$ cat src/verilog/adc_defines.svh
`default_nettype none
`ifndef ADC_DEFINES_SVH
`define ADC_DEFINES_SVH

//////////////////////////////////////////////////
// Word timing
//////////////////////////////////////////////////

`define ADC_WORD_SLOTS 8 // Slots in one word.

// Slot positions inside a word.
`define ADC_SLOT_LOAD   3'd0 // Command loaded, input popped.
`define ADC_SLOT_CLEAR  3'd1 // Parity-sync clear of all latches.
`define ADC_SLOT_WRITE  3'd5 // Write commands set (W8).
`define ADC_SLOT_READ   3'd6 // Read commands set (Y8).
`define ADC_SLOT_REPORT 3'd7 // Report offered downstream.

`endif
`default_nettype wire

$ cat src/verilog/decode_pkg.sv
`default_nettype none

//////////////////////////////////////////////////
// Address decode types
//////////////////////////////////////////////////

package decode_pkg;

    // Device address, index 0 is A1, index 6 is A7.
    typedef logic [6:0] addr_t;

    typedef enum logic {
        CMD_READ  = 1'b0,
        CMD_WRITE = 1'b1
    } cmd_kind_e;

    // Command as it arrives on the input channel.
    typedef struct packed {
        cmd_kind_e kind;
        addr_t     addr;
    } decode_cmd_t;

    // One bit per strobe latch.
    typedef struct packed {
        logic lga;  // Write, A7.
        logic crca; // Read strobes start here.
        logic disa;
        logic diad;
        logic tsa;
        logic ssa;
        logic dos;  // Write strobes again.
        logic ssr;
        logic dor;
        logic icr;
        logic dara; // Read, A1/A2 only.
    } strobes_t;

    // Echoed command plus the latched strobes of its word.
    typedef struct packed {
        decode_cmd_t cmd;
        strobes_t    strobes;
    } decode_report_t;

endpackage : decode_pkg

`default_nettype wire

$ cat src/verilog/timing_pkg.sv
`default_nettype none

//////////////////////////////////////////////////
// Word timing types
//////////////////////////////////////////////////

package timing_pkg;

    // Slot number within a word.
    typedef logic [2:0] slot_t;

    // One-cycle phase pulses decoded from the slot counter.
    typedef struct packed {
        logic load;      // Load command, pop input.
        logic clear;     // Clear every strobe latch.
        logic write_set; // Write slot.
        logic read_set;  // Read slot.
        logic report;    // Push report, held under back-pressure.
    } timing_phases_t;

endpackage : timing_pkg

`default_nettype wire
$ cat src/verilog/address_decode.sv
`timescale 1ns/1ns
`default_nettype none

module address_decode
    import timing_pkg::*;
    import decode_pkg::*;
(
    input  wire            sim_clk,
    input  wire            rst_n,

    input  wire            timing_phases_t phases,
    input  wire            decode_cmd_t cmd,

    output decode_report_t rep
);

    decode_cmd_t cmd_q;
    strobes_t    latch_q;
    strobes_t    write_hits;
    strobes_t    read_hits;
    logic [4:0]  a73;      // A7..A3.
    logic        write_en;
    logic        read_en;

    //////////////////////////////////////////////////
    // Address register
    //////////////////////////////////////////////////

    always_ff @(posedge sim_clk) begin
        if (phases.load) begin
            cmd_q <= cmd;
        end
    end

    assign a73 = cmd_q.addr[6:2];

    //////////////////////////////////////////////////
    // Match rules
    //////////////////////////////////////////////////

    // Write group, gated by W8.
    always_comb begin
        write_hits      = '0;
        write_hits.lga  = cmd_q.addr[6];
        write_hits.dos  = (a73 == 5'b00011);
        write_hits.ssr  = (a73 == 5'b00111);
        write_hits.dor  = (a73[4:1] == 4'b0001); // A3 ignored.
        write_hits.icr  = (a73[4:1] == 4'b0010);
    end

    // Read group, gated by Y8.
    always_comb begin
        read_hits       = '0;
        read_hits.crca  = (a73 == 5'b01000);
        read_hits.disa  = (a73 == 5'b01010);
        read_hits.diad  = (a73 == 5'b01011);
        read_hits.tsa   = (a73 == 5'b01101);
        read_hits.ssa   = (a73 == 5'b01111);
        read_hits.dara  = !cmd_q.addr[0] && cmd_q.addr[1]; // A1 low, A2 high.
    end

    assign write_en = phases.write_set && (cmd_q.kind == CMD_WRITE);
    assign read_en  = phases.read_set && (cmd_q.kind == CMD_READ);

    //////////////////////////////////////////////////
    // Strobe latches
    //////////////////////////////////////////////////

    // Set holds until the next parity-sync clear.
    always_ff @(posedge sim_clk) begin
        if (!rst_n) begin
            latch_q <= '0;
        end else if (phases.clear) begin
            latch_q <= '0;
        end else if (write_en) begin
            latch_q <= latch_q | write_hits;
        end else if (read_en) begin
            latch_q <= latch_q | read_hits;
        end
    end

    assign rep.cmd     = cmd_q;
    assign rep.strobes = latch_q;

endmodule : address_decode

`default_nettype wire

$ cat src/verilog/decode_unit.sv
`timescale 1ns/1ns
`default_nettype none

module decode_unit
    import timing_pkg::*;
    import decode_pkg::*;
(
    input  wire            sim_clk,
    input  wire            rst_n,

    // Command channel.
    input  wire            cmd_valid,
    output logic           cmd_ready,
    input  wire            decode_cmd_t cmd,

    // Report channel.
    output logic           rep_valid,
    input  wire            rep_ready,
    output decode_report_t rep
);

    logic           held_valid;
    decode_cmd_t    held_cmd;
    timing_phases_t phases;
    decode_report_t word_rep;
    logic           rep_space;

    //////////////////////////////////////////////////
    // Input side
    //////////////////////////////////////////////////

    hold_stage #(
        .payload_t (decode_cmd_t)
    ) cmd_stage_i (
        .sim_clk   (sim_clk),
        .rst_n     (rst_n),
        .in_valid  (cmd_valid),
        .in_ready  (cmd_ready),
        .in_data   (cmd),
        .out_valid (held_valid),
        .out_ready (phases.load), // Popped in the load slot.
        .out_data  (held_cmd)
    );

    //////////////////////////////////////////////////
    // Word timing and decode
    //////////////////////////////////////////////////

    phase_timer phase_timer_i (
        .sim_clk      (sim_clk),
        .rst_n        (rst_n),
        .cmd_present  (held_valid),
        .report_space (rep_space),
        .phases       (phases)
    );

    address_decode address_decode_i (
        .sim_clk (sim_clk),
        .rst_n   (rst_n),
        .phases  (phases),
        .cmd     (held_cmd),
        .rep     (word_rep)
    );

    //////////////////////////////////////////////////
    // Output side
    //////////////////////////////////////////////////

    // Only back-pressure path, stalls the whole word.
    hold_stage #(
        .payload_t (decode_report_t)
    ) rep_stage_i (
        .sim_clk   (sim_clk),
        .rst_n     (rst_n),
        .in_valid  (phases.report),
        .in_ready  (rep_space),
        .in_data   (word_rep),
        .out_valid (rep_valid),
        .out_ready (rep_ready),
        .out_data  (rep)
    );

endmodule : decode_unit

`default_nettype wire

$ cat src/verilog/hold_stage.sv
`timescale 1ns/1ns
`default_nettype none

// Single entry register slice with a full flag.
module hold_stage #(
    parameter type payload_t = logic
) (
    input  wire      sim_clk,
    input  wire      rst_n,

    input  wire      in_valid,
    output logic     in_ready,
    input  wire      payload_t in_data,

    output logic     out_valid,
    input  wire      out_ready,
    output payload_t out_data
);

    logic     full;
    payload_t data_q;
    logic     push;

    // Empty, or drained in this same cycle.
    assign in_ready = !full || out_ready;
    assign push     = in_valid && in_ready;

    always_ff @(posedge sim_clk) begin
        if (!rst_n) begin
            full <= 1'b0;
        end else if (push) begin
            full <= 1'b1;
        end else if (out_ready) begin
            full <= 1'b0; // Popped, nothing new.
        end
    end

    always_ff @(posedge sim_clk) begin
        if (push) begin
            data_q <= in_data;
        end
    end

    assign out_valid = full;
    assign out_data  = data_q;

endmodule : hold_stage

`default_nettype wire

$ cat src/verilog/phase_timer.sv
`timescale 1ns/1ns
`include "adc_defines.svh"
`default_nettype none

module phase_timer
    import timing_pkg::*;
(
    input  wire            sim_clk,
    input  wire            rst_n,

    input  wire            cmd_present,  // Input stage holds a command.
    input  wire            report_space, // Output stage can take a report.

    output timing_phases_t phases
);

    slot_t slot;
    slot_t slot_next;
    logic  word_end;
    logic  hold;

    //////////////////////////////////////////////////
    // Slot counter
    //////////////////////////////////////////////////

    assign word_end = (slot == slot_t'(`ADC_WORD_SLOTS - 1));

    // Wait for a command in the load slot, and for space in the report slot.
    always_comb begin
        hold = 1'b0;
        if (slot == `ADC_SLOT_LOAD && !cmd_present) begin
            hold = 1'b1;
        end
        if (slot == `ADC_SLOT_REPORT && !report_space) begin
            hold = 1'b1;
        end
    end

    always_comb begin
        if (hold) begin
            slot_next = slot;
        end else if (word_end) begin
            slot_next = '0;
        end else begin
            slot_next = slot + slot_t'(1);
        end
    end

    always_ff @(posedge sim_clk) begin
        if (!rst_n) begin
            slot <= '0;
        end else begin
            slot <= slot_next;
        end
    end

    //////////////////////////////////////////////////
    // Phase decode
    //////////////////////////////////////////////////

    always_comb begin
        phases.load      = (slot == `ADC_SLOT_LOAD) && cmd_present;
        phases.clear     = (slot == `ADC_SLOT_CLEAR);
        phases.write_set = (slot == `ADC_SLOT_WRITE);
        phases.read_set  = (slot == `ADC_SLOT_READ);
        phases.report    = (slot == `ADC_SLOT_REPORT); // Stays up while stalled.
    end

endmodule : phase_timer

`default_nettype wire

$ cat config.mk
export PLATFORM = sky130hd
export DESIGN_NAME = decode_unit
export DESIGN_NICKNAME = d
export VERILOG_FILES = /design/src/verilog/decode_pkg.sv /design/src/verilog/timing_pkg.sv /design/src/verilog/address_decode.sv /design/src/verilog/decode_unit.sv /design/src/verilog/hold_stage.sv /design/src/verilog/phase_timer.sv
export VERILOG_INCLUDE_DIRS = /design/src /design/src/verilog
export SDC_FILE = /design/constraint.sdc
export NUM_CORES = 1
export LEC_CHECK = 0
export BUFFER_PORTS_ARGS = -buffer_cell sky130_fd_sc_hd__buf_2
export CORE_MARGIN = 2
export CORE_UTILIZATION = 53
export CTS_CLUSTER_SIZE = 30
export DETAILED_ROUTE_END_ITERATION = 16
export GPL_TIMING_DRIVEN = 0
export PLACE_DENSITY_LB_ADDON = 0.3
export SYNTH_ARGS = -nofsm -noshare
export SYNTH_HDL_FRONTEND = slang
export SYNTH_SLANG_ARGS = --single-unit
$ cat constraint.sdc
create_clock -name sim_clk -period 2.35 [get_ports sim_clk]
set_input_delay 0.235 -clock sim_clk [delete_from_list [all_inputs] [get_ports sim_clk]]
set_output_delay 0.235 -clock sim_clk [all_outputs]
set_load 0.02 [all_outputs]
==> results of run 1 <==
## worst min-delay path by stage
stage	start	endpoint	cells past startpoint
floorplan	cmd[0]	cmd_stage_i.out_data[0]$_DFFE_PP_	0
global placement	cmd_stage_i.out_data[3]$_DFFE_PP_	address_decode_i.rep[14]$_DFFE_PP_	0
detailed placement	cmd_stage_i.out_data[0]$_DFFE_PP_	address_decode_i.rep[11]$_DFFE_PP_	0
CTS	cmd[3]	cmd_stage_i.out_data[3]$_DFFE_PP_	1
global route	cmd[4]	cmd_stage_i.out_data[4]$_DFFE_PP_	1
finish	cmd[3]	cmd_stage_i.out_data[3]$_DFFE_PP_	1
## sequential cells by signal, summed over array words and instances (netlist names)
name / flops
address_decode_i.rep: 19
cmd_stage_i.out_data: 8
cmd_stage_i.out_valid: 1
phase_timer_i.slot: 3
rep_stage_i.out_data: 19
rep_stage_i.out_valid: 1
## report_power, final
part	internal [W]	leakage [nW]	total (W)	switching, W
sequential	0.00104	0.469	0.00109	0.0000536
combinational	0.0000846	0.288	0.000218	0.000134
clock	0.000332	0.0525	0.000582	0.000250
total	0.00146	0.810	0.00189	0.000438
## cell usage after synthesis
library cell  number
a21oi_1            5
a31o_1             1
a31oi_1            6
a41oi_1            1
and2_1             1
and4b_1            2
and4b_4            1
buf_2              2
dfxtp_1           16
edfxtp_1          35
ha_1               5
inv_1              5
nand2_1            6
nand2b_4           1
nand3b_1           1
nor2_1            15
nor2b_1            3
nor3b_2            1
nor4bb_1           1
o21a_1             2
o21ai_0            1
o21bai_1           1
o22ai_1            2
## logic make-up (layout without fill, tap and decap cells)
logic type               after synthesis  after routing  synth area share [%]
adder cells (fa/ha/maj)                5              5                  3.55
flip-flops                            51             51                  77.7
AND/OR/NAND/NOR                       32             32                  10.3
buffers and inverters                  7             46                  1.63
AO/OA/AOI/OAI                         19             19                  6.81
## worst max-delay path, stage by stage (launching register included)
cell and delay (ps):
dfxtp_1 420, ha_1 190, ha_1 190, nor2b_2 760
## through the flow
stage / TNS [ps] / power [W]
6_report: 0 / 0.00189
5_1_grt: 0 / 0.00196
4_1_cts: 0 / 0.00190
3_5_place_dp: -1500 / 0.00133
3_3_place_gp: 0 / 0.00131
2_1_floorplan: 0 / 0.00126
## final cells by class
class	instances	area share, %
buffer	2	0.482
clock buffer	6	1.99
clock inverter	2	2.89
inverter	5	0.903
multi-input combinational	56	17.6
sequential	51	66.0
tap	44	2.65
timing repair buffer	31	7.47
## metal layers
metal,wire length [µm],up-vias
met5,0,-
met4,52,0
met3,104,5
met2,1220,23
met1,1080,439
li1,-,492
==> results.sh, run 1 <==
export IMPL_p_leak_nw=0.810
export IMPL_grt_overflow_total=0
export IMPL_r2r_start="phase_timer_i.slot[0]$_SDFFE_PN0N_"
export IMPL_skew_ps=17.5
export IMPL_fmax_mhz=519
export IMPL_grt_max_degree=20
export IMPL_worstPathArrival_ps=1920
export IMPL_drtIter0Drc=14
export IMPL_grt_pass1_vias=856
export IMPL_cp_endpoint="rep_stage_i.out_data[3]$_DFFE_PP_"
export IMPL_setup_slack_ps=425
export IMPL_outcome="completed"
export IMPL_hold_buffers=0
export IMPL_place_gp_congestion=0.744
export IMPL_drt_wl_total_mm=2.45
export IMPL_firstDrtPassIters=4
export IMPL_tightest_slew_ps=904
export IMPL_seqCellArea_um2=1370
export IMPL_fp_dieW_um=61.7
export IMPL_num_fill_cells=245
export IMPL_cap_viol_max_count=0
export IMPL_initial_utilization_pct=56.9
export IMPL_critical_path_required_ps=2350
export IMPL_numCtsBuffers=5
export IMPL_fin_crit_ps=1930
export IMPL_n_antenna_cell=0
export IMPL_synth_cell_type_count=23
export IMPL_synthCells=114
export IMPL_drv_slew=0
export IMPL_post_cts_resized=1
export IMPL_final_hold_viol_count=0
export IMPL_setup_viol=0
export IMPL_peakVddDrop_mv=0.518
export IMPL_multi_input_area_um2=367
export IMPL_cellPowerDensity_nw_per_um2=911
export IMPL_mostFrequentLayoutCells="35 x edfxtp_1, 33 x buf_2, 16 x dfxtp_1, 15 x nor2_1"
export IMPL_rsz0062_at_grt="false"
export IMPL_ys_warn_count=0
export IMPL_place_area_um2=1970
export IMPL_finalNonFillerCells=197
export IMPL_r2r_cells=3
export IMPL_io_pins=33
export IMPL_grtUsageTotal_pct=14.5
export IMPL_slew_headroom_pct=39.5
export IMPL_dp_cells=189
export IMPL_cts_tree="done"
export IMPL_insertion_delay_ps=360
export IMPL_start_kind="register"
export IMPL_r2r_end="rep_stage_i.out_data[3]$_DFFE_PP_"
export IMPL_use_met1_pct=16.6
export IMPL_cts_root_buf="clkbuf_4"
export IMPL_clock_path_buffers=2
export IMPL_top_usage_layer="met2"
export IMPL_h_tree_depth=2
export IMPL_design_area_um2=2080
export IMPL_whs_ps=46.1
export IMPL_cp_end_kind="register"
export IMPL_synth_seq_cells=51
export IMPL_synth_top_cell_area_share_pct=59.6
export IMPL_synth_avg_cell_area_um2=15.5
export IMPL_antenna_found_initial=0
export IMPL_syn_area_um2=1760
export IMPL_die_area_um2=3810
export IMPL_post_route_period_util_pct=81.9
export IMPL_cts_clk_slew_worst_paths_ps=130
export IMPL_worstSetupStartpoint="phase_timer_i.slot[0]$_SDFFE_PN0N_"
export IMPL_synthToLayoutAreaGrowth_pct=17.8
export IMPL_worstHoldPathType="in -> reg"
export IMPL_core_um2=3100
export IMPL_cts_setup_buffers=0
export IMPL_ff2ff_setup_slack_ps=420
export IMPL_drc=0
export IMPL_final_common_cell="edfxtp_1"
export IMPL_fin_nets=169
export IMPL_netlist_top_cells_area="edfxtp_1 60%, dfxtp_1 18%, ha_1 3.5%"
export IMPL_yosysSeqAreaShare_pct=77.7
export IMPL_gr_usage_met3_pct=3.73
export IMPL_synth_fp_nets=131
export IMPL_hpwl_mm=1.84
export IMPL_avgRoutedWirePerCell_um=12.4
export IMPL_via_per_inst=4.87
export IMPL_vias=959
export IMPL_fp_row_count=20
export IMPL_finalCoreUtilization_pct=67.0
export IMPL_layout_drive_gt1_share_pct=28.8
export IMPL_cp_max_fo=19
export IMPL_place_port_buffers=31
export IMPL_yosys_area_top_type="edfxtp_1"
export IMPL_postRouteAntennaNets=0
export IMPL_grt_pass1_wl_mm=3.82
export IMPL_dp_worst_setup_slack_ps=-79.8
export IMPL_crit_type="reg -> reg"
export IMPL_die_y_um=61.7
export IMPL_clock_sinks=51
export IMPL_gr_usage_met2_pct=24.4
(Power assumes the default switching activity.)
==> inputs of run 2 (changes only) <==
- ABC_AREA: default -> 1
- CORE_UTILIZATION: 53 -> 54
- clock period: 2.35 -> 1.8 ns (I/O delays scaled with it)
==> run 2 against run 1 <==
  * Cell count grew 24%
  * Area after synthesis increased by 6.0%
  * Power is 14% higher
  * Synthesized cell count rose by 30%
  * Hold slack gained 34 ps
  * Critical path depth increased by 2
  * Via count is 17% higher
  * First-iteration DRC count grew 50%
  * Register-to-register slack got worse by 190 ps
  * Global-route usage grew 1.6 points
==> results.sh, run 2 <==
export IMPL_tightest_slew_ps=589
export IMPL_cts_tree="done"
export IMPL_p_leak_nw=0.855
export IMPL_mostFrequentLayoutCells="35 x edfxtp_1, 32 x buf_2, 23 x inv_1, 20 x nand2_1"
export IMPL_postRouteAntennaNets=0
export IMPL_yosysSeqAreaShare_pct=73.3
export IMPL_synthCells=148
export IMPL_cp_cell_sequence="inv_1 > ha_1 > nand2_1 > nand2_1 > buf_2"
export IMPL_antenna_found_initial=0
export IMPL_hp_start="cmd_valid"
export IMPL_place_port_buffers=32
export IMPL_synth_most_common_cell="edfxtp_1"
export IMPL_drtIter0Drc=21
export IMPL_synth_fp_nets=165
export IMPL_outcome="completed"
export IMPL_synth_seq_cells=51
export IMPL_hpwl_mm=1.85
export IMPL_finalNonFillerCells=244
export IMPL_numCtsBuffers=5
export IMPL_grt_max_degree=20
export IMPL_cap_viol_max_count=0
export IMPL_synth_avg_cell_area_um2=12.6
export IMPL_post_route_period_util_pct=90.4
export IMPL_design_area_um2=2260
export IMPL_synthToLayoutAreaGrowth_pct=20.9
export IMPL_synth_cell_type_count=14
export IMPL_cellPowerDensity_nw_per_um2=953
export IMPL_syn_area_um2=1870
export IMPL_drv_slew=0
export IMPL_slew_headroom_pct=60.6
export IMPL_multi_input_area_um2=409
export IMPL_io_pins=33
export IMPL_r2r_start="phase_timer_i.slot[0]$_SDFFE_PN0N_"
export IMPL_die_area_um2=3950
export IMPL_crit_slowest_cell="dfxtp_1"
export IMPL_r2r_cells=4
export IMPL_yosys_area_top_type="edfxtp_1"
export IMPL_cp_max_fo=4
export IMPL_fin_nets=214
export IMPL_initial_utilization_pct=56.1
export IMPL_vias=1123
export IMPL_timing_critical_path_mode_cell="nand2_1"
export IMPL_seqCellArea_um2=1370
export IMPL_grt_pass1_wl_mm=4.72
export IMPL_layout_drive_gt1_share_pct=29.8
export IMPL_synth_commonest_cells="35 x edfxtp_1, 23 x inv_1, 20 x nand2_1"
export IMPL_avgRoutedWirePerCell_um=10.9
export IMPL_worstPathArrival_ps=1450
export IMPL_peakVddDrop_mv=0.605
export IMPL_fin_crit_ps=1630
export IMPL_firstDrtPassIters=4
export IMPL_die_y_um=62.9
export IMPL_ys_flop_type="edfxtp_1"
export IMPL_start_kind="register"
export IMPL_netlist_top_cells_area="edfxtp_1 56%, dfxtp_1 17%, inv_1 4.6%"
export IMPL_num_fill_cells=248
export IMPL_setup_viol=0
export IMPL_ys_warn_count=0
export IMPL_setup_slack_ps=173
export IMPL_hold_end="cmd_stage_i.out_valid$_SDFFE_PN0P_"
export IMPL_r2r_end="address_decode_i.rep[12]$_DFFE_PP_"
export IMPL_place_area_um2=2090
export IMPL_cts_clk_slew_worst_paths_ps=130
export IMPL_ff2ff_setup_slack_ps=230
export IMPL_drc=0
export IMPL_grt_overflow_total=0
export IMPL_grtUsageTotal_pct=16.1
export IMPL_fp_row_count=21
export IMPL_final_hold_viol_count=0
export IMPL_synth_top_cell_area_share_pct=56.2
export IMPL_drt_wl_total_mm=2.66
export IMPL_via_per_inst=4.60
export IMPL_dp_worst_setup_slack_ps=-162
export IMPL_place_gp_congestion=0.887
export IMPL_h_tree_depth=2
export IMPL_fp_dieW_um=62.9
export IMPL_clock_sinks=51
export IMPL_clock_path_buffers=2
export IMPL_crit_type="reg -> out"
export IMPL_synth_edf_count=35
export IMPL_critical_path_required_ps=1620
export IMPL_n_antenna_cell=0
export IMPL_grt_pass1_vias=1134
export IMPL_dp_cells=226
export IMPL_async_flop_share_pct=0
export IMPL_worstHoldPathType="in -> reg"
export IMPL_crit_family="flip-flops"
export IMPL_core_um2=3340
export IMPL_final_common_cell="edfxtp_1"
export IMPL_cp_end_kind="output pin"
export IMPL_cts_root_buf="clkbuf_4"
export IMPL_skew_ps=6.50
export IMPL_crit_buf_inv=2
export IMPL_slowest_delay_ps=410
export IMPL_hold_path_depth=3
export IMPL_fmax_mhz=615
export IMPL_insertion_delay_ps=370
export IMPL_rsz0062_at_grt="false"
[run 2: changes by cell type after synthesis, moves of 2 or more]
cell,change
a21oi_2,+9
a31oi_1,-6
o21a_1,-2
inv_1,+18
and4b_1,-2
nand2_1,+14
nor2b_1,-3
nand3_1,+9
o22ai_1,-2
buf_2,-2
nor2_2,+4
nor2_1,+2
[run 2: cells by family (layout without fill, tap and decap cells)]
family,Yosys count,in the layout,synth area share [%]
flops,51,51,73.3
fa+ha+maj,5,5,3.34
compound gates,15,15,5.82
simple gates,52,52,12.1
buf+inv,25,75,5.42
[run 2: worst min-delay path: stages]
cell     delay, ps
buf_2           90
inv_1           70
a21oi_1         70
[run 2: metrics by stage]
stage / hold slack, ps / power (W) / utilization [%] / TNS, ps
3_5_place_dp: 358 / 0.00168 / 62.7 / -3060
3_3_place_gp: 356 / 0.00166 / 62.7 / -1080
4_1_cts: 34.2 / 0.00217 / 66.8 / 0
6_report: 80.2 / 0.00215 / 67.8 / 0
2_1_floorplan: 279 / 0.00161 / - / 0
5_1_grt: 56.9 / 0.00228 / 67.8 / 0
[run 2: what timing repair did]
item / in CTS / in global routing
hold buffers: 8 / 0
buffers inserted: 0 / 2
resized for setup: 1 / 1
endpoints found under the hold margin: 8 / 0
endpoints found under the setup margin: 19 / 27
pin swaps: 0 / 1
[run 2: power by group]
part	internal [W]	switching (W)
Combinational	0.000101	0.000176
Sequential	0.00134	0.0000541
Clock	0.000151	0.000336
Total	0.00159	0.000566
[run 2: worst max-delay path by stage]
| stage | from | to | slack, ps | cells past startpoint |
|---|---|---|---|---|
| after global placement | phase_timer_i.slot[0]$_SDFFE_PN0N_ | rep_stage_i.out_data[15]$_DFFE_PP_ | -60 | 4 |
| after detailed placement | phase_timer_i.slot[1]$_SDFFE_PN0N_ | rep_stage_i.out_data[4]$_DFFE_PP_ | -160 | 4 |
| final | phase_timer_i.slot[0]$_SDFFE_PN0N_ | cmd_ready | 170 | 5 |
| after floorplan | phase_timer_i.slot[0]$_SDFFE_PN0N_ | rep_stage_i.out_data[0]$_DFFE_PP_ | 110 | 4 |
| after global routing | phase_timer_i.slot[0]$_SDFFE_PN0N_ | cmd_ready | 20 | 5 |
| after CTS | phase_timer_i.slot[1]$_SDFFE_PN0N_ | rep_stage_i.out_data[18]$_DFFE_PP_ | 100 | 4 |
[run 2: layout make-up]
class / count / share of cell area (%)
Timing Repair Buffer: 42 / 11.8
Multi-Input combinational cell: 72 / 18.1
Inverter: 24 / 3.98
Clock buffer: 6 / 1.83
Clock inverter: 2 / 0.553
Sequential cell: 51 / 60.7
Tap cell: 46 / 2.55
Buffer: 1 / 0.498
[run 2: metal layers]
metal  GRT usage (%)  share of wire [%]  vias to the layer above
met5               0                  0                        -
met3            4.32                4.8                       10
met2            28.2                 51                       36
met1            16.3                 41                      493
met4            12.2                3.5                        0
li1                -                  -                      584
